**config.mk**
```make
export PLATFORM = sky130hd
export DESIGN_NAME = program_counter
export DESIGN_NICKNAME = d
export VERILOG_FILES = /design/src/hdl/program_counter.sv
export VERILOG_INCLUDE_DIRS = /design/src /design/src/include
export SDC_FILE = /design/constraint.sdc
export NUM_CORES = 1
export LEC_CHECK = 0
export ABC_CLOCK_PERIOD_IN_PS = 2900
export BUFFER_PORTS_ARGS = -buffer_cell sky130_fd_sc_hd__buf_2
export CAP_MARGIN = 0
export CORE_UTILIZATION = 34
export DETAILED_ROUTE_END_ITERATION = 8
export HOLD_SLACK_MARGIN = 0.12
export SLEW_MARGIN = 25
export SYNTH_ARGS = -nofsm -noshare
export SYNTH_HDL_FRONTEND = slang
export SYNTH_SLANG_ARGS = --single-unit
```
**constraint.sdc**
```tcl
create_clock -name clk -period 2.9 [get_ports clk]
set_clock_uncertainty 0.15 [all_clocks]
set_input_delay 0.145 -clock clk [delete_from_list [all_inputs] [get_ports clk]]
set_output_delay 0.145 -clock clk [all_outputs]
set_load 0.1 [all_outputs]
```
**src/include/golem_defines.svh**
```systemverilog
`ifndef GOLEM_DEFINES_SVH
`define GOLEM_DEFINES_SVH

// datapath and memory sizes
`define GOLEM_DATA_W      32
`define GOLEM_PC_W        8
`define GOLEM_IMEM_DEPTH  256

// register file
`define GOLEM_REG_ADDR_W  5
`define GOLEM_REG_COUNT   32

// instruction field widths
`define GOLEM_OP_W        6
`define GOLEM_IMM_W       16
`define GOLEM_TARGET_W    26

`endif

```
**src/hdl/program_counter.sv**
```systemverilog
`default_nettype none

`include "golem_defines.svh"

module program_counter (
    input  wire logic                   clk,
    input  wire logic                   rst_n,
    input  wire logic                   pc_clear,
    input  wire logic                   exec_en,
    input  wire logic                   branch_taken,
    input  wire logic [`GOLEM_PC_W-1:0] jump_target,
    input  wire logic                   imem_we,
    input  wire logic [`GOLEM_PC_W-1:0] load_addr,
    output logic      [`GOLEM_PC_W-1:0] pc,
    output logic                        at_end
);

    // one extra bit so a full memory still reaches its end
    logic [`GOLEM_PC_W:0] pc_q;
    logic [`GOLEM_PC_W:0] prog_len;
    logic [`GOLEM_PC_W:0] load_len;
    // set by the first load after a run, so a reload starts a new length
    logic                 len_open;

    assign load_len = {1'b0, load_addr} + 1'b1;

    always_ff @(posedge clk)
    begin
        if (!rst_n)
        begin
            pc_q <= '0;
        end
        else if (pc_clear)
        begin
            pc_q <= '0;
        end
        else if (exec_en)
        begin
            pc_q <= branch_taken ? {1'b0, jump_target} : pc_q + 1'b1;
        end
    end

    always_ff @(posedge clk)
    begin
        if (!rst_n)
        begin
            prog_len <= '0;
            len_open <= 1'b0;
        end
        else if (pc_clear)
        begin
            len_open <= 1'b0;
        end
        else if (imem_we)
        begin
            len_open <= 1'b1;
            if (!len_open || load_len > prog_len)
            begin
                prog_len <= load_len;
            end
        end
    end

    assign pc     = pc_q[`GOLEM_PC_W-1:0];
    assign at_end = (pc_q == prog_len);

endmodule

`default_nettype wire

```
== Word level (Yosys, flattened, before mapping) ==
Index checks and enable logic that the tools add are counted.

* Input port bits: 22
* Bits in registers: 19
* Output and inout bits: 9
* Logic and storage cells: 14

* Equality and inequality tests: 1
* Add/sub/neg operators: 2
* Reductions and logical operators: 4
* Bitwise logic cells: 2
* Magnitude comparators: 1
* Multiplexer cells: 1

{| class="wikitable"
|+ Operators by type and width
! operator !! number
|-
| adder 8 x 1 -> 9 bit (second input constant) || 1
|-
| adder 9 x 1 -> 9 bit (second input constant) || 1
|-
| == test 9 bit || 1
|-
| greater-than comparator 9 bit || 1
|-
| two-way mux 9 bit || 1
|-
| AND reduction 3 bit || 1
|-
| inverter 1 bit || 2
|-
| OR reduction 2 bit || 1
|-
| zero test 1 bit || 1
|-
| logical OR 1 bit || 1
|}

== Logic depth before layout (Yosys ltp) ==
* Depth in word-level cells: 4
* Mapped depth: 11
* Mapped depth without buffers: 10

== Worst setup path before layout ==
No wires, ideal clock.

* Kind: register to output
* Start: reg pc_q[3]
* End: out at_end
* Required time: 2.605 ns
* Cell stages (with the launch flop): 4
* Path buffers: 1
* Setup slack: -0.922 ns
* Data arrival time: 3.527 ns
* Cells stage by stage: dfxtp_1 > clkbuf_1 > xor2_1 > nor4_1

* Longest elaborated chain between the ends: 1

{| class="wikitable"
|+ Ends and longest elaborated chain
! element !! RTL line !! source
|-
| start, declared || program_counter.sv:19 || <nowiki>logic [`GOLEM_PC_W:0] pc_q;</nowiki>
|-
| start signal, assigned || program_counter.sv:39 || <nowiki>pc_q <= branch_taken ? {1'b0, jump_target} : pc_q + 1'b1;</nowiki>
|-
| == test 9 bit || program_counter.sv:65 || <nowiki>assign at_end = (pc_q == prog_len);</nowiki>
|-
| end, declared || program_counter.sv:15 || <nowiki>output logic at_end</nowiki>
|}

Every way passes these cells.

== Worst setup path after layout ==
* Start: in load_addr[0]
* End: reg prog_len[0]

* Longest elaborated chain between the ends: 4

{| class="wikitable"
|+ Ends and longest elaborated chain
! element !! RTL line !! source
|-
| start, declared || program_counter.sv:13 || <nowiki>input wire logic [`GOLEM_PC_W-1:0] load_addr,</nowiki>
|-
| adder 8 x 1 -> 9 bit || program_counter.sv:25 || <nowiki>assign load_len = {1'b0, load_addr} + 1'b1;</nowiki>
|-
| net load_len[6] || program_counter.sv:21 || <nowiki>logic [`GOLEM_PC_W:0] load_len;</nowiki>
|-
| greater-than comparator 9 bit || program_counter.sv:57 || <nowiki>if (!len_open || load_len > prog_len)</nowiki>
|-
| logical OR 1 bit || program_counter.sv:57 ||
|-
| AND reduction 3 bit (no line) || - ||
|-
| end signal, assigned || program_counter.sv:59 || <nowiki>prog_len <= load_len;</nowiki>
|-
| end, declared || program_counter.sv:20 || <nowiki>logic [`GOLEM_PC_W:0] prog_len;</nowiki>
|}

The timed path passes the listed nets, and every way through them passes these cells.
A chain may end at the register's enable or synchronous reset.

==> qor.yml <==
status: "completed"
critical_path_class: "in -> reg"
antenna_cells: 0
critical_path.max_fanout: 11
yosysWarningCount: 0
port_buffers: 30
hold_path.class: "in -> reg"
grt_setup_unrepaired: "no"
firstDrtPassIters: 4
fin_hold_ws_ps: 131
clkTransAtPathRegs_ps: 70
p_int_w: 0.000447
clockPowerShare_pct: 27.7
hold_buffers: 7
worst-endpoint-arrival_ps: 2410
cts_sinks: 19
rows: 23
clk_latency_ps: 260
switching_share_pct: 33.9
synth_cells: 177
die_h_um: 67.4
min_period_over_period_pct: 83.2
antenna_found_initial: 0
cts_setup_buffers: 0
end_kind: "flop"
min_period_ps: 2410
max_stage_delay_ps: 430
grt_pass1_wl_um: 5350
routed_wl_um: 3200
cts_tree: "built"
core_sq_um: 4060
tightest_slew_ps: 492
clock-root-buffer: "clkbuf_8"
cts_buffer_depth: 2
dpl_cell_area_sq_um: 1570
grt_overflow: 0
p_sw_w: 0.000229
drtIter0Drc: 59
power.leakage_nw: 0.714
track_usage_pct: 15.5
syn_area_per_cell_sq_um: 8.21
grt_max_degree: 23
top_usage_layer: "met2"
gp_congestion: 0.765
slew_violations: 0
drc: 0
htreeDepth: 1
use_met1_pct: 21.2
cts_inserted_buffers: 3
tns_ps: 0
syn_to_final_growth_pct: 16.1
first_global_vias: 1192
yosysUniqueCellTypes: 44
start_kind: "input port"
grtUsageMet2_pct: 25.0
setup_violations: 0
power.density_nw_per_um2: 400
fin_nets: 236
cts_resized: 0
drive_above_1_share_pct: 21.8
final_design_area_no_fill_sq_um: 1690
fmax_ghz: 0.415
syn_nets: 210
critPathRequiredTime_ps: 2900
yosysSeqAreaShare_pct: 26.2
slowest_stage: "o211ai_2"
final_util_pct: 41.6
ys_seq_elements: 19
die_w_um: 67.4
share_comb_of_total_power_pct: 29.9
crit_chain: "buf_2 -> ha_1 -> nand3_1 -> nor2_1 -> xor2_1 -> ha_1 -> a21oi_2 -> o2111ai_2 -> o211ai_2 -> nor2_1 -> o211a_1"
dp_hpwl_um: 2490
start_util_pct: 35.8
relSlewSlack_pct: 67.5
final_antenna_net_count: 0
synthesis.area_sq_um: 1450
hold_viol_final: 0
vdd.ir_drop.worst_mv: 0.287
num_vias: 1301
die_area_sq_um: 4540
io_pins: 31
globalRouteMet3Util_pct: 3.72
via_per_inst: 5.16
seq_power_share_pct: 42.5
maxCapViolCount: 0
wl_per_cell_um: 12.7
-- area by class of cell --
| cell class | count | area [sq um] |
|---|---|---|
| inverters | 11 | 41.3 |
| fillers | 438 | 2370 |
| flip-flops and latches | 19 | 380 |
| repair buffers | 38 | 228 |
| multi-input cells | 130 | 930 |
| clock buffers | 4 | 45.0 |
| well taps | 50 | 62.6 |
-- Yosys cell counts (all sizes together) --
| cell type | instances | area (sq um) |
|---|---|---|
| nor4 | 2 | 18.8 |
| dfxtp | 19 | 380 |
| o311a | 5 | 50.1 |
| o211a | 2 | 20.0 |
| and4 | 1 | 10.0 |
| a211oi | 4 | 30.0 |
| o31ai | 4 | 30.0 |
| or4 | 1 | 11.3 |
| a22oi | 2 | 15.0 |
| a21o | 1 | 8.76 |
| xor2 | 6 | 52.6 |
| nand3b | 1 | 7.51 |
| nand2 | 18 | 67.6 |
| ha | 11 | 138 |
| xnor2 | 9 | 78.8 |
| nor3 | 2 | 10.0 |
| and2b | 1 | 7.51 |
| and3 | 1 | 6.26 |
| dlygate4sd1 | 1 | 8.76 |
| nor2 | 12 | 45.0 |
| clkbuf | 4 | 15.0 |
| o2111ai | 1 | 15.0 |
| a31o | 1 | 8.76 |
| buf | 12 | 83.8 |
| and2 | 1 | 6.26 |
| a22o | 1 | 8.76 |
| a311oi | 1 | 8.76 |
| a21oi | 7 | 38.8 |
| nand2b | 5 | 31.3 |
| nor3b | 1 | 7.51 |
| nand3 | 7 | 40.0 |
| nand4 | 4 | 25.0 |
| a221oi | 1 | 8.76 |
| mux2i | 4 | 40.0 |
| o21bai | 2 | 15.0 |
| inv | 11 | 41.3 |
| o21ai | 10 | 50.1 |
| o211ai | 1 | 12.5 |
-- critical path, delay by kind of cell --
family	cells	cell delay, ps
AO/OA/AOI/OAI	4	990
XOR/XNOR	1	220
adder cells (fa/ha/maj)	2	480
buffers and inverters	1	120
AND/OR/NAND/NOR	3	470
-- cell usage in the layout (no fill, tap or decap), types with 5 or more instances in the layout --
master	instances
xor2_1	6
xnor2_1	9
o311a_1	5
a21oi_1	6
ha_1	11
nand3_1	6
dfxtp_1	19
nand2_1	18
buf_2	30
inv_1	11
o21ai_0	10
nand2b_1	5
dlygate4sd3_1	7
nor2_1	12
-- cells by family (layout without fill, tap and decap cells) --
| family | after synthesis | in the layout | share of synthesized area, % |
|---|---|---|---|
| muxes | 4 | 4 | 2.76 |
| buffers and inverters | 28 | 53 | 10.2 |
| AOI/OAI and AO/OA | 43 | 43 | 22.1 |
| xor gates and xnor gates | 15 | 15 | 9.04 |
| adders and majority gates | 11 | 11 | 9.47 |
| and+or+nand+nor | 57 | 57 | 20.2 |
| DFF | 19 | 19 | 26.2 |
-- metrics by stage --
stage,setup WS (ps),power [W],instances
CTS,495,0.000682,252
finish,488,0.000675,252
detailed placement,204,0.000487,241
global placement,257,0.000486,241
floorplan,234,0.000447,177
global route,233,0.000712,252
-- power by group through the flow --
stage	Combinational, W	Sequential, W	Clock [W]
2_1_floorplan	0.000158	0.000289	0
3_3_place_gp	0.000193	0.000293	0
3_5_place_dp	0.000194	0.000293	0
4_1_cts	0.000202	0.000287	0.000193
5_1_grt	0.000223	0.000289	0.000201
6_report	0.000202	0.000287	0.000187
-- final timing paths --
kind	from	to	slack (ps)	cells past startpoint
hold reg to reg	prog_len[1]	prog_len[1]	340	2
hold / removal	jump_target[5]	pc_q[5]	130	4
setup reg to reg	prog_len[6]	prog_len[0]	740	7
setup / recovery	load_addr[0]	prog_len[0]	490	11
-- flip-flops by register name, indices dropped and copies added, names as in the netlist --
register / cells
pc_q: 9
prog_len: 9
len_open: 1
-- routing by layer --
metal / up-vias / share of wire (%)
met5: - / 0
met4: 0 / 0.72
met3: 2 / 2.7
met2: 17 / 48
met1: 604 / 49
li1: 678 / -
(Power assumes the default switching activity.)
