--- config.mk ---
export PLATFORM = sky130hd
export DESIGN_NAME = exec_ctrl
export DESIGN_NICKNAME = d
export VERILOG_FILES = /design/src/hdl/golem_pkg.sv /design/src/hdl/exec_ctrl.sv
export VERILOG_INCLUDE_DIRS = /design/src /design/src/include
export SDC_FILE = /design/constraint.sdc
export NUM_CORES = 1
export LEC_CHECK = 0
export ABC_AREA = 1
export BUFFER_PORTS_ARGS = -buffer_cell sky130_fd_sc_hd__buf_4
export CAP_MARGIN = 10
export CORE_AREA = 3 3 40 42
export CTS_CLUSTER_SIZE = 25
export DETAILED_ROUTE_END_ITERATION = 8
export DIE_AREA = 0 0 43 45
export GPL_TIMING_DRIVEN = 0
export PLACE_DENSITY = 0.34
export SETUP_SLACK_MARGIN = 0.3
export SLEW_MARGIN = 20
export SYNTH_ARGS = -nofsm -noshare
export SYNTH_HDL_FRONTEND = slang
export SYNTH_SLANG_ARGS = --single-unit
--- constraint.sdc ---
create_clock -name clk -period 1.7 [get_ports clk]
set_clock_uncertainty 0.2 [all_clocks]
set_input_delay 0.17 -clock clk [delete_from_list [all_inputs] [get_ports clk]]
set_output_delay 0.17 -clock clk [all_outputs]
set_load 0.02 [all_outputs]
--- src/include/golem_defines.svh ---
`ifndef GOLEM_DEFINES_SVH
`define GOLEM_DEFINES_SVH

// datapath and memory sizes
`define GOLEM_DATA_W      32
`define GOLEM_PC_W        8
`define GOLEM_IMEM_DEPTH  256

// register file
`define GOLEM_REG_ADDR_W  5
`define GOLEM_REG_COUNT   32

// instruction field widths
`define GOLEM_OP_W        6
`define GOLEM_IMM_W       16
`define GOLEM_TARGET_W    26

`endif

--- src/hdl/golem_pkg.sv ---
`default_nettype none

`include "golem_defines.svh"

package golem_pkg;

    typedef enum logic [`GOLEM_OP_W-1:0] {
        op_rtype = 6'd0,
        op_j     = 6'd2,
        op_beq   = 6'd4,
        op_bne   = 6'd5,
        op_addi  = 6'd8,
        op_addiu = 6'd9,
        op_slti  = 6'd10,
        op_andi  = 6'd12,
        op_ori   = 6'd13
    } opcode_e;

    // only meaningful when opcode is op_rtype
    typedef enum logic [5:0] {
        fn_sll  = 6'd0,
        fn_srl  = 6'd2,
        fn_slt  = 6'd24,
        fn_add  = 6'd32,
        fn_addu = 6'd33,
        fn_sub  = 6'd34,
        fn_subu = 6'd35,
        fn_and  = 6'd36,
        fn_or   = 6'd37
    } funct_e;

    // one instruction word, three decodings
    typedef union packed {
        struct packed {
            opcode_e                      opcode;
            logic [`GOLEM_REG_ADDR_W-1:0] rs;
            logic [`GOLEM_REG_ADDR_W-1:0] rt;
            logic [`GOLEM_REG_ADDR_W-1:0] rd;
            logic [4:0]                   shamt;
            funct_e                       funct;
        } r_view;
        struct packed {
            opcode_e                      opcode;
            logic [`GOLEM_REG_ADDR_W-1:0] rs;
            logic [`GOLEM_REG_ADDR_W-1:0] rt;
            logic [`GOLEM_IMM_W-1:0]      imm;
        } i_view;
        struct packed {
            opcode_e                      opcode;
            logic [`GOLEM_TARGET_W-1:0]   target;
        } j_view;
    } instr_t;

    typedef enum logic [1:0] {
        st_idle  = 2'd0,
        st_fetch = 2'd1,
        st_exec  = 2'd2,
        st_halt  = 2'd3
    } ctrl_state_e;

endpackage

`default_nettype wire

--- src/hdl/exec_ctrl.sv ---
`default_nettype none

module exec_ctrl
    import golem_pkg::*;
(
    input  wire logic clk,
    input  wire logic rst_n,
    input  wire logic load_en,
    input  wire logic run,
    input  wire logic at_end,
    output logic      imem_we,
    output logic      pc_clear,
    output logic      fetch_en,
    output logic      exec_en,
    output logic      done
);

    ctrl_state_e state;
    ctrl_state_e state_next;
    logic        stopped;

    // program may only change while nothing is running
    assign stopped = (state == st_idle) || (state == st_halt);

    always_ff @(posedge clk)
    begin
        if (!rst_n)
        begin
            state <= st_idle;
        end
        else
        begin
            state <= state_next;
        end
    end

    always_comb
    begin
        state_next = state;
        case (state)
            st_idle, st_halt:
            begin
                if (run)
                begin
                    state_next = st_fetch;
                end
            end
            st_fetch:
            begin
                // end of program is checked before any read goes out
                state_next = at_end ? st_halt : st_exec;
            end
            st_exec:
            begin
                state_next = st_fetch;
            end
            default:
            begin
                state_next = st_idle;
            end
        endcase
    end

    assign imem_we  = load_en && stopped;
    assign pc_clear = run && stopped;
    assign fetch_en = (state == st_fetch) && !at_end;
    assign exec_en  = (state == st_exec);
    assign done     = (state == st_halt);

endmodule

`default_nettype wire

Yosys cells after proc, flatten, opt, wreduce, memory -nomap -nowiden
Cells that the tools add are included.
{"block": "totals", "reg_bits": 2, "output_inout_bits": 5}
{"block": "op_classes", "eq_ne": 4, "mux": 3, "reduce_logical": 7}
{"op": "2-bit case mux with 3 select lines", "n": 1}
{"op": "2-bit == test (second input constant)", "n": 2}
{"op": "1-bit logical AND", "n": 3}
{"op": "2-bit by 1-bit == test with 1-bit output (second input constant)", "n": 1}
{"op": "2-bit logical NOT", "n": 1}
{"op": "2-bit 2-to-1 mux", "n": 1}
{"op": "2-bit inequality test (second input constant)", "n": 1}
{"op": "2-bit OR reduction", "n": 1}
{"op": "1-bit logical NOT", "n": 1}
{"op": "1-bit logical OR", "n": 1}
{"op": "1-bit 2-to-1 mux", "n": 1}

Longest topological paths before layout
{"block": "depth", "word_depth": 3, "ltp_mapped": 6, "ltp_nobuf": 6}

Worst setup path before layout
No wires, ideal clock.
{"block": "synth_path", "path_type": "reg2out", "startpoint": "register state[0]", "endpoint": "output imem_we", "arrival_time_ps": 926, "slack_ps": 404, "path_stages_with_launch": 5, "path_buffers": 0, "path_cell_list": "dfxtp_1 inv_1 ha_1 nand2_1 inv_1"}
{"block": "synth_via", "elab_chain_len": 3, "elab_cells_between_ends": 4, "cone_classes": "eq/ne: 1; reduce/logical: 3"}
{"element": "start: declaration", "line": "exec_ctrl.sv:18", "source": "ctrl_state_e state;"}
{"element": "start signal: assignment", "line": "exec_ctrl.sv:29", "source": "state <= st_idle;"}
{"element": "start signal: assignment", "line": "exec_ctrl.sv:33", "source": "state <= state_next;"}
{"element": "2-bit == test / 2-bit logical NOT (equally long branches)", "line": "exec_ctrl.sv:23", "source": "assign stopped = (state == st_idle) || (state == st_halt);"}
{"element": "1-bit logical OR (*)", "line": "exec_ctrl.sv:23"}
{"element": "1-bit logical AND (*)", "line": "exec_ctrl.sv:64", "source": "assign imem_we = load_en && stopped;"}
{"element": "end: declaration", "line": "exec_ctrl.sv:11", "source": "output logic imem_we,"}
Mark *: on every way between the ends. The rest lies on a longest branch, timed or not.

Worst setup path in the final report
{"block": "layout_path", "startpoint": "register state[0]", "endpoint": "output pc_clear"}
{"block": "layout_via", "elab_chain_len": 3, "elab_cells_between_ends": 4, "cone_classes": "eq/ne: 1; reduce/logical: 3"}
{"element": "2-bit == test / 2-bit logical NOT (equally long branches)", "line": "exec_ctrl.sv:23"}
{"element": "1-bit logical OR (*)", "line": "exec_ctrl.sv:23"}
{"element": "1-bit logical AND (*)", "line": "exec_ctrl.sv:65", "source": "assign pc_clear = run && stopped;"}
{"element": "end: declaration", "line": "exec_ctrl.sv:12", "source": "output logic pc_clear,"}
Marked as above.

==> results.json <==
{
  "ys_async_sr_fraction_pct": 0,
  "crit_path_end_kind": "output port",
  "path_class": "flop to output port",
  "place.gp.congestion": 0.617,
  "tritoncts": "done",
  "synth_top_area_share_pct": 25.4,
  "drv_cap": 0,
  "cts_htree_levels": 1,
  "reg2reg_depth": 7,
  "reg_top3": "state x2",
  "dp_cells": 49,
  "wirelength_um": 458,
  "synth.area.top_cells": "dfxtp_1 25%, ha_1 24%, inv_1 17%, nand2_1 12%, nor2_1 9.5%",
  "syn_area_sq_um": 158,
  "crit_start": "state[0]",
  "drcViolationCount": 0,
  "finalHoldViolCount": 0,
  "fin_crit_ns": 1.45,
  "start_kind": "flop",
  "firstDrtPassIters": 4,
  "coreArea_sq_um": 1280,
  "synth_flop_cell": "dfxtp_1",
  "wl_per_cell_um": 7.90,
  "floorplan.initialDensity_pct": 12.3,
  "grt_pass1_vias": 210,
  "syn_avg_cell_area_sq_um": 6.31,
  "grt_overflow_total": 0,
  "synth_area_leader_cell": "dfxtp_1",
  "p_per_area_nw_per_um2": 1000,
  "cts-root-buf": "clkbuf_4",
  "layout-drive-gt1-share_pct": 69.8,
  "cp.arrival_ns": 1.08,
  "p_leak_nw": 0.201,
  "period_share_pct": 85.3,
  "grt_pass1_wl_um": 807,
  "ir_drop_mv": 0.257,
  "fin_nets": 53,
  "row_count": 13,
  "antenna_found_initial": 0,
  "postPlaceCellArea_sq_um": 244,
  "synth_nets": 33,
  "dieHeight_um": 45,
  "setup_viol_count_final": 0,
  "areaGrowthSynthToFinish_pct": 130,
  "port_buffers": 9,
  "num_io_pins": 10,
  "tightest_slew_ns": 0.0950,
  "grt_max_degree": 4,
  "num_vias": 208,
  "min-delay-start": "run",
  "track_usage_pct": 5.74,
  "clk_path_buf_depth": 2,
  "yosysUniqueCellTypes": 8,
  "yosys_warnings": 0,
  "dpl.hpwl_um": 297,
  "diodes": 0,
  "viasPerCell": 3.59,
  "die_x_um": 43,
  "ys_ff_latch": 2,
  "fin_tns_setup_ns": 0,
  "worstHoldPathCells": 4,
  "yosysSeqAreaShare_pct": 25.4,
  "synth_common_cells": "7 x inv_1, 5 x nand2_1, 4 x nor2_1, 3 x ha_1",
  "postRouteAntennaNets": 0,
  "max-slew-margin-rel_pct": 93.7,
  "clk_pin_slew_ns": 0.03,
  "cts_made_buffers": 3,
  "fmax_ghz": 0.690,
  "cts_sinks": 2,
  "first_iter_violations": 3,
  "path_max_fanout": 3,
  "outcome": "finished clean",
  "top_register": "state",
  "rsz0062_at_grt": "yes",
  "clk_latency_ns": 0.22,
  "largest_reg_flops": 2,
  "cp.required_ns": 1.33,
  "instances_no_fill": 58,
  "yosysMostFrequentCell": "inv_1",
  "hp-class": "input port to flop",
  "synth_edf_count": 0,
  "worstReg2RegStart": "state[0]",
  "design_area_sq_um": 363,
  "die-area_sq_um": 1940,
  "drv_slew": 0,
  "synth_cells": 25
}
critical path: stages (launching register included):
cell and delay (ns):
dfxtp_2 0.33, inv_2 0.05, ha_4 0.28, nand2_2 0.05, inv_2 0.04, buf_6 0.10
repair_timing:
action / in CTS / in global routing
setup endpoints to repair: 3 / 5
setup buffers: 3 / 2
hold buffers: 1 / 0
endpoints found under the hold margin: 2 / 0
resized for setup: 10 / 6
pin swaps: 2 / 1
per-layer routing:
metal / global-route usage, % / share of wire [%] / vias to the layer above
met3: 2.79 / 9.0 / 0
met4: 3.61 / 0 / 0
li1: - / - / 106
met2: 9.28 / 54 / 9
met1: 6.00 / 36 / 93
met5: 0 / 0 / -
report_power, final:
part / internal (W) / switching [W] / total [W] / leakage [nW]
Combinational: 0.000101 / 0.0000913 / 0.000192 / 0.169
Sequential: 0.0000581 / 0.00000948 / 0.0000676 / 0.0175
Clock: 0.0000778 / 0.0000255 / 0.000103 / 0.0138
Total: 0.000236 / 0.000126 / 0.000363 / 0.201
final cells by class:
| cell class | count | area (sq um) |
|---|---|---|
| Sequential cell | 2 | 45.0 |
| Fill cell | 151 | 922 |
| Clock buffer | 3 | 22.5 |
| Tap cell | 15 | 18.8 |
| Inverter | 8 | 30.0 |
| Multi-Input combinational cell | 15 | 120 |
| Timing Repair Buffer | 15 | 126 |
worst paths after layout:
check	slack [ns]	end
worst max register to register	0.40	state[0]
worst min register to register	0.42	state[1]
worst min-delay path	0.05	state[1]
worst max-delay path	0.25	pc_clear
metrics by stage:
stage / util (%) / hold slack, ns / setup WS (ns) / power, W
final: 28.2 / 0.0468 / 0.250 / 0.000363
after global routing: 28.2 / 0.102 / 0.182 / 0.000400
after global placement: 19.0 / 0.220 / 0.296 / 0.000184
after floorplan: - / 0.0907 / 0.404 / 0.000141
after detailed placement: 19.0 / 0.211 / 0.286 / 0.000185
after CTS: 25.6 / 0.0387 / 0.221 / 0.000341
kinds of logic after synthesis:
group | share of synthesized area (%)
simple gates | 31.7
buf+inv | 19.0
fa+ha+maj | 23.8
flops | 25.4
placed cells by master (no fill, tap or decap):
cell type      Yosys  layout
nand3_1            2       2
ha_1               3       1
inv_2              1       5
nor2_2             1       1
nand2_1            5       2
dlygate4sd3_1      0       1
buf_4              0      11
nor2_1             4       4
clkbuf_4           0       3
ha_4               0       2
buf_6              0       3
inv_1              7       3
dfxtp_4            0       1
nand2_2            0       3
dfxtp_2            0       1
No activity file was read; power rests on OpenSTA's default activity.
