`src/include/golem_defines.svh`:
```
`ifndef GOLEM_DEFINES_SVH
`define GOLEM_DEFINES_SVH

// datapath and memory sizes
`define GOLEM_DATA_W      32
`define GOLEM_PC_W        8
`define GOLEM_IMEM_DEPTH  256

// register file
`define GOLEM_REG_ADDR_W  5
`define GOLEM_REG_COUNT   32

// instruction field widths
`define GOLEM_OP_W        6
`define GOLEM_IMM_W       16
`define GOLEM_TARGET_W    26

`endif

```
`src/hdl/golem_pkg.sv`:
```
`default_nettype none

`include "golem_defines.svh"

package golem_pkg;

    typedef enum logic [`GOLEM_OP_W-1:0] {
        op_rtype = 6'd0,
        op_j     = 6'd2,
        op_beq   = 6'd4,
        op_bne   = 6'd5,
        op_addi  = 6'd8,
        op_addiu = 6'd9,
        op_slti  = 6'd10,
        op_andi  = 6'd12,
        op_ori   = 6'd13
    } opcode_e;

    // only meaningful when opcode is op_rtype
    typedef enum logic [5:0] {
        fn_sll  = 6'd0,
        fn_srl  = 6'd2,
        fn_slt  = 6'd24,
        fn_add  = 6'd32,
        fn_addu = 6'd33,
        fn_sub  = 6'd34,
        fn_subu = 6'd35,
        fn_and  = 6'd36,
        fn_or   = 6'd37
    } funct_e;

    // one instruction word, three decodings
    typedef union packed {
        struct packed {
            opcode_e                      opcode;
            logic [`GOLEM_REG_ADDR_W-1:0] rs;
            logic [`GOLEM_REG_ADDR_W-1:0] rt;
            logic [`GOLEM_REG_ADDR_W-1:0] rd;
            logic [4:0]                   shamt;
            funct_e                       funct;
        } r_view;
        struct packed {
            opcode_e                      opcode;
            logic [`GOLEM_REG_ADDR_W-1:0] rs;
            logic [`GOLEM_REG_ADDR_W-1:0] rt;
            logic [`GOLEM_IMM_W-1:0]      imm;
        } i_view;
        struct packed {
            opcode_e                      opcode;
            logic [`GOLEM_TARGET_W-1:0]   target;
        } j_view;
    } instr_t;

    typedef enum logic [1:0] {
        st_idle  = 2'd0,
        st_fetch = 2'd1,
        st_exec  = 2'd2,
        st_halt  = 2'd3
    } ctrl_state_e;

endpackage

`default_nettype wire

```
`src/hdl/exec_unit.sv`:
```
`default_nettype none

`include "golem_defines.svh"

module exec_unit
    import golem_pkg::*;
(
    input  wire instr_t                       instr,
    input  wire logic [`GOLEM_PC_W-1:0]       pc,
    input  wire logic                         exec_en,
    input  wire logic [`GOLEM_DATA_W-1:0]     rs_data,
    input  wire logic [`GOLEM_DATA_W-1:0]     rt_data,
    output logic      [`GOLEM_REG_ADDR_W-1:0] rs_addr,
    output logic      [`GOLEM_REG_ADDR_W-1:0] rt_addr,
    output logic                              wr_en,
    output logic      [`GOLEM_REG_ADDR_W-1:0] wr_addr,
    output logic      [`GOLEM_DATA_W-1:0]     wr_data,
    output logic                              branch_taken,
    output logic      [`GOLEM_PC_W-1:0]       jump_target
);

    logic [`GOLEM_DATA_W-1:0] imm_sext;
    logic [`GOLEM_DATA_W-1:0] imm_zext;
    logic [`GOLEM_PC_W-1:0]   pc_inc;
    logic                     wr_ok;
    logic                     take;

    // rs and rt sit in the same bits in the R and I views
    assign rs_addr = instr.i_view.rs;
    assign rt_addr = instr.i_view.rt;

    assign imm_sext = {{(`GOLEM_DATA_W-`GOLEM_IMM_W){instr.i_view.imm[`GOLEM_IMM_W-1]}},
                       instr.i_view.imm};
    assign imm_zext = {{(`GOLEM_DATA_W-`GOLEM_IMM_W){1'b0}}, instr.i_view.imm};
    assign pc_inc   = pc + 1'b1;

    always_comb
    begin
        wr_ok       = 1'b0;
        take        = 1'b0;
        wr_addr     = instr.i_view.rt;
        wr_data     = '0;
        jump_target = pc_inc;
        case (instr.r_view.opcode)
            op_rtype:
            begin
                wr_addr = instr.r_view.rd;
                wr_ok   = 1'b1;
                case (instr.r_view.funct)
                    fn_sll:          wr_data = rt_data << instr.r_view.shamt;
                    fn_srl:          wr_data = rt_data >> instr.r_view.shamt;
                    fn_slt:
                    begin
                        wr_data = {{(`GOLEM_DATA_W-1){1'b0}},
                                   $signed(rs_data) < $signed(rt_data)};
                    end
                    fn_add, fn_addu: wr_data = rs_data + rt_data;
                    fn_sub, fn_subu: wr_data = rs_data - rt_data;
                    fn_and:          wr_data = rs_data & rt_data;
                    fn_or:           wr_data = rs_data | rt_data;
                    // unknown funct writes nothing
                    default:         wr_ok   = 1'b0;
                endcase
            end
            op_addi, op_addiu:
            begin
                wr_ok   = 1'b1;
                wr_data = rs_data + imm_sext;
            end
            op_slti:
            begin
                wr_ok   = 1'b1;
                wr_data = {{(`GOLEM_DATA_W-1){1'b0}},
                           $signed(rs_data) < $signed(imm_sext)};
            end
            op_andi:
            begin
                wr_ok   = 1'b1;
                wr_data = rs_data & imm_zext;
            end
            op_ori:
            begin
                wr_ok   = 1'b1;
                wr_data = rs_data | imm_zext;
            end
            op_beq, op_bne:
            begin
                // offset is relative to the next pc
                jump_target = pc_inc + imm_sext[`GOLEM_PC_W-1:0];
                take = (rs_data == rt_data) ^ (instr.r_view.opcode == op_bne);
            end
            op_j:
            begin
                jump_target = instr.j_view.target[`GOLEM_PC_W-1:0];
                take        = 1'b1;
            end
            default:
            begin
                wr_ok = 1'b0;
            end
        endcase
    end

    assign wr_en        = exec_en && wr_ok;
    assign branch_taken = exec_en && take;

endmodule

`default_nettype wire

```
`config.mk`:
```
export PLATFORM = sky130hd
export DESIGN_NAME = exec_unit
export DESIGN_NICKNAME = d
export VERILOG_FILES = /design/src/hdl/golem_pkg.sv /design/src/hdl/exec_unit.sv
export VERILOG_INCLUDE_DIRS = /design/src /design/src/include
export SDC_FILE = /design/constraint.sdc
export NUM_CORES = 1
export LEC_CHECK = 0
export BUFFER_PORTS_ARGS = -buffer_cell sky130_fd_sc_hd__buf_4
export CAP_MARGIN = 20
export CELL_PAD_IN_SITES_DETAIL_PLACEMENT = 0
export CELL_PAD_IN_SITES_GLOBAL_PLACEMENT = 1
export CORE_ASPECT_RATIO = 1.2
export CORE_MARGIN = 2
export CORE_UTILIZATION = 35
export DETAILED_ROUTE_END_ITERATION = 10
export PLACE_DENSITY_LB_ADDON = 0.1
export SYNTH_ARGS = -nofsm -noshare
export SYNTH_HDL_FRONTEND = slang
export SYNTH_SLANG_ARGS = --single-unit
export TNS_END_PERCENT = 1
```
`constraint.sdc`:
```
create_clock -name vclk -period 5.3
set_clock_uncertainty 0.1 [all_clocks]
set_input_delay 0.795 -clock vclk [all_inputs]
set_output_delay 0.795 -clock vclk [all_outputs]
set_load 0.005 [all_outputs]
```
### Yosys cells after proc, flatten, opt, wreduce, memory -nomap -nowiden

Index checks and enable logic that the tools add are counted.

| storage, ports and cells | value |
|---|---|
| word-level logic and storage cells | 48 |
| bits in registers | 0 |

| cells by class | value |
|---|---|
| eq/ne operators | 17 |
| $lt $le $gt $ge | 2 |
| shift-type cells | 2 |
| add/subtract/negate cells | 5 |
| muxes and demuxes | 7 |
| bitwise operators | 5 |
| reductions and logical operators | 10 |

Operators by type and width:

| cell | count |
|---|---|
| $pmux W32 S7 | 1 |
| $pmux W32 S5 | 1 |
| $add A32 B32 Y32 | 2 |
| $eq A6 B6 Y1 const B | 6 |
| $and A32 B16 Y32 | 1 |
| $and A32 B32 Y32 | 1 |
| $eq A32 B32 Y1 | 1 |
| $lt A32 B16 Y1 | 1 |
| $lt A32 B32 Y1 | 1 |
| $or A32 B16 Y32 | 1 |
| $or A32 B32 Y32 | 1 |
| $shl A32 B5 Y32 | 1 |
| $shr A32 B5 Y32 | 1 |
| $sub A32 B32 Y32 | 1 |
| $eq A6 B4 Y1 const B | 5 |
| $pmux W8 S2 | 1 |
| $eq A6 B2 Y1 const B | 2 |
| $eq A6 B3 Y1 const B | 2 |
| $logic_not A6 Y1 | 2 |
| $reduce_or A9 Y1 | 1 |
| $add A8 B1 Y8 const B | 1 |
| $add A8 B8 Y8 | 1 |
| $reduce_or A2 Y1 | 4 |
| $eq A6 B5 Y1 const B | 1 |
| other kinds (6) | 8 |

### Depth between registers and ports, before layout

| depth | value |
|---|---|
| depth after elaboration | 5 |
| gate-level depth with buffers | 14 |
| depth with buffers taken out | 13 |

### Least setup slack after synthesis

No wires, ideal clock.

| timing path | value |
|---|---|
| path kind | input port to output port |
| start point | in instr[9] (netlist bit) |
| end point | out wr_data[30] |
| data required time | 4405 ps |
| path slack | 301 ps |
| buffers on the path | 4 |
| stages | 14 |
| arrival time | 4104 ps |
| cells stage by stage | inv_1 > buf_1 > clkbuf_1 > clkbuf_1 > ha_1 > clkbuf_1 > and4_1 > o211ai_1 > nand4_1 > a31oi_1 > o31ai_2 > nor3b_1 > mux2_2 > a221o_1 |

| between the ends | value |
|---|---|
| longest elaborated chain between the ends | 3 |

RTL lines:

| item | RTL line | RTL |
|---|---|---|
| start, declared | exec_unit.sv:8 | `input wire instr_t instr,` |
| parallel branches: the longest is 2 deep, another holds $add A32 B32 Y32 | n/a |  |
| $pmux W32 S5 (*) | exec_unit.sv:44 | `case (instr.r_view.opcode)` |
| end, declared | exec_unit.sv:17 | `` output logic [`GOLEM_DATA_W-1:0] wr_data, `` |

Every way passes the cells marked *.

### Worst setup path in the final report

| timing path | value |
|---|---|
| start point | in instr[10] (netlist bit) |
| end point | out wr_data[0] |

| between the ends | value |
|---|---|
| longest elaborated chain between the ends | 3 |

RTL lines:

| item | RTL line |
|---|---|
| parallel branches: the longest is 2 deep, another holds $lt A32 B16 Y1 | n/a |
| $pmux W32 S5 (*) | exec_unit.sv:44 |

Marks and branches as above.

==> results.sh <==
export IMPL_num_io_pins=162
export IMPL_p_int_mw=0.551
export IMPL_synth_cell_types=79
export IMPL_dr_pass1_iters=6
export IMPL_drc=0
export IMPL_synthTopCellsByArea="ha_1 20%, nor2_1 6.2%, a21oi_1 6.2%"
export IMPL_fin_crit_sh_pct=96.0
export IMPL_combPwrFrac_pct=100.0
export IMPL_fin_hold_ws_ns=1.49
export IMPL_finalInstanceArea_sq_um=14200
export IMPL_dp_final_hpwl_um=56900
export IMPL_swShare_pct=62.9
export IMPL_ant_nets=0
export IMPL_rsz0062_at_grt="no"
export IMPL_drive_above_1_share_pct=15.8
export IMPL_crit_slowest_cell="a2111oi_1"
export IMPL_dp_cells=2385
export IMPL_wire_per_inst_um=28.6
export IMPL_worst_slack_ns=0.213
export IMPL_filler_cell_count=3904
export IMPL_cpPeakStageDelay_ns=0.74
export IMPL_syn_avg_cell_area_sq_um=6.79
export IMPL_drv_slew=0
export IMPL_die_h_um=210
export IMPL_critPathKind="input pin to primary output"
export IMPL_timing_fmax_mhz=197
export IMPL_initial_utilization_pct=35.4
export IMPL_crit_arrival_ns=4.19
export IMPL_place_port_buffers=152
export IMPL_syn_to_final_growth_pct=14.9
export IMPL_finalSetupViolCount=0
export IMPL_maxCapViolations=0
export IMPL_p_seq_share_pct=0
export IMPL_grt_use_total_pct=35.7
export IMPL_ir_worst_vdd_mv=0.0941
export IMPL_power_density_nw_per_um2=105
export IMPL_grt_pass1_vias=14900
export IMPL_diodes=0
export IMPL_crit_required_ns=4.41
export IMPL_antenna_found_initial=0
export IMPL_placed_cell_area_sq_um=14200
export IMPL_synth_cells=1819
export IMPL_fp_dieW_um=176
export IMPL_outcome="finished clean"
export IMPL_core_sq_um=34900
export IMPL_nets=2228
export IMPL_seq_cell_count=0
export IMPL_grt_overflow=0
export IMPL_yosysTopAreaCell="ha_1"
export IMPL_clkbuf_count=0
export IMPL_grt_pass1_wl_um=98800
export IMPL_std_cell_rows=75
export IMPL_die_area_sq_um=36800
export IMPL_grt_max_degree=85
export IMPL_drt_iter0_markers=1513
export IMPL_start_kind="input pin"
export IMPL_hp_class="input pin to primary output"
export IMPL_finalWirelength_um=68300
export IMPL_hold_violations=0
export IMPL_place_ws_ns=-0.0821
export IMPL_ys_seq_area_share_pct=0
export IMPL_synth_cell_area_sq_um=12400
export IMPL_yosysTopAreaCellShare_pct=19.6
export IMPL_max_slew_margin_pct=21.9
export IMPL_layout_common_cells="222 x buf_4, 205 x nor2_1, 193 x ha_1, 152 x nand2_1, 152 x a21oi_1"
export IMPL_syn_num_nets=2122
export IMPL_p_leak_nw=6.29
export IMPL_final_common_cell="buf_4"
export IMPL_vias=15200
export IMPL_drt_vias_per_instance=6.37
export IMPL_worstMarginPinSlew_ns=1.16
export IMPL_cp_max_fo=8
export IMPL_tns_ns=0
export IMPL_p_clk_share_pct=0
export IMPL_ys_warn_count=0
export IMPL_seq_area_sq_um=0
export IMPL_worstSetupEndpointType="primary output"
export IMPL_period_needed_ns=5.09
export IMPL_finalWeightedCongestion=1.03
export IMPL_final_cells=2385
export IMPL_cp_cell_sequence="buf_4 -> inv_1 -> ha_1 -> or3_1 -> nor3_1 -> a2111oi_0 -> o21ai_0 -> a2111oi_1 -> o21ai_0 -> xnor2_2 -> o221ai_1 -> buf_4"
export IMPL_power_switching_mw=0.936
layout make-up:
type               count  area [sq um]  share of cell area [%]
multi-input cells   1556         11300                    79.7
well taps            462           578                    4.07
inverters            139           522                    3.68
repair buffers       228          1790                    12.6
power by group through the flow:
| stage | clock network (mW) | logic, mW | registers (mW) |
|---|---|---|---|
| after global routing | 0 | 1.59 | 0 |
| after CTS | 0 | 1.46 | 0 |
| final | 0 | 1.49 | 0 |
| after detailed placement | 0 | 1.45 | 0 |
| after floorplan | 0 | 0.893 | 0 |
| after global placement | 0 | 1.46 | 0 |
repair_timing:
item	4_1_cts	5_1_grt
setup endpoints to repair	1	2
gates resized for setup	1	2
buffers inserted	0	0
hold buffers	0	0
kinds of logic after synthesis:
kind of cell	share of synthesized area [%]
buffers and inverters	8.79
and+or+nand+nor	20.0
adders and majority gates	20.3
xor gates and xnor gates	4.96
muxes	11.6
AOI/OAI and AO/OA	34.3
final timing paths:
check	startpoint	endpoint	slack, ns	depth (start not counted)
worst max-delay path	instr[10]	wr_data[0]	0.21	12
worst min-delay path	instr[21]	rs_addr[0]	1.49	0
cells in the mapped netlist, types with 16 or more instances:
cell type,n
clkbuf_1,70
a221oi_1,34
a21o_1,21
o221ai_1,29
nor2_1,205
a211oi_1,39
o21bai_1,20
xnor2_1,54
o211ai_1,28
nand3_1,33
a31oi_1,31
a21oi_1,152
o22ai_1,20
mux4_2,29
a22oi_1,18
nand2_1,152
mux2i_1,53
inv_1,137
o21ai_0,124
nand4_1,18
ha_1,194
nand2b_1,19
xor2_1,16
mux2_2,20
buf_2,28
nor3_1,41
layer usage:
layer	GRT usage [%]	wire, um	up-vias
li1	-	-	6935
met1	42.2	26100	7324
met2	61.8	32500	765
met3	3.03	4350	173
met4	23.3	5440	0
met5	0	0	-
through the flow:
step,power (mW),utilization [%]
after floorplan,0.893,-
after global placement,1.46,40.6
after detailed placement,1.45,40.6
after CTS,1.46,40.6
after global routing,1.59,40.7
final,1.49,40.7
worst max-delay path, delay by kind of cell:
family	cells	cell delay [ns]
AOI/OAI and AO/OA	5	1.80
buffers and inverters	3	0.49
adders and majority gates	1	0.48
xor gates and xnor gates	1	0.39
and+or+nand+nor	2	0.23
Note: power is estimated with default switching activity, not from simulation.
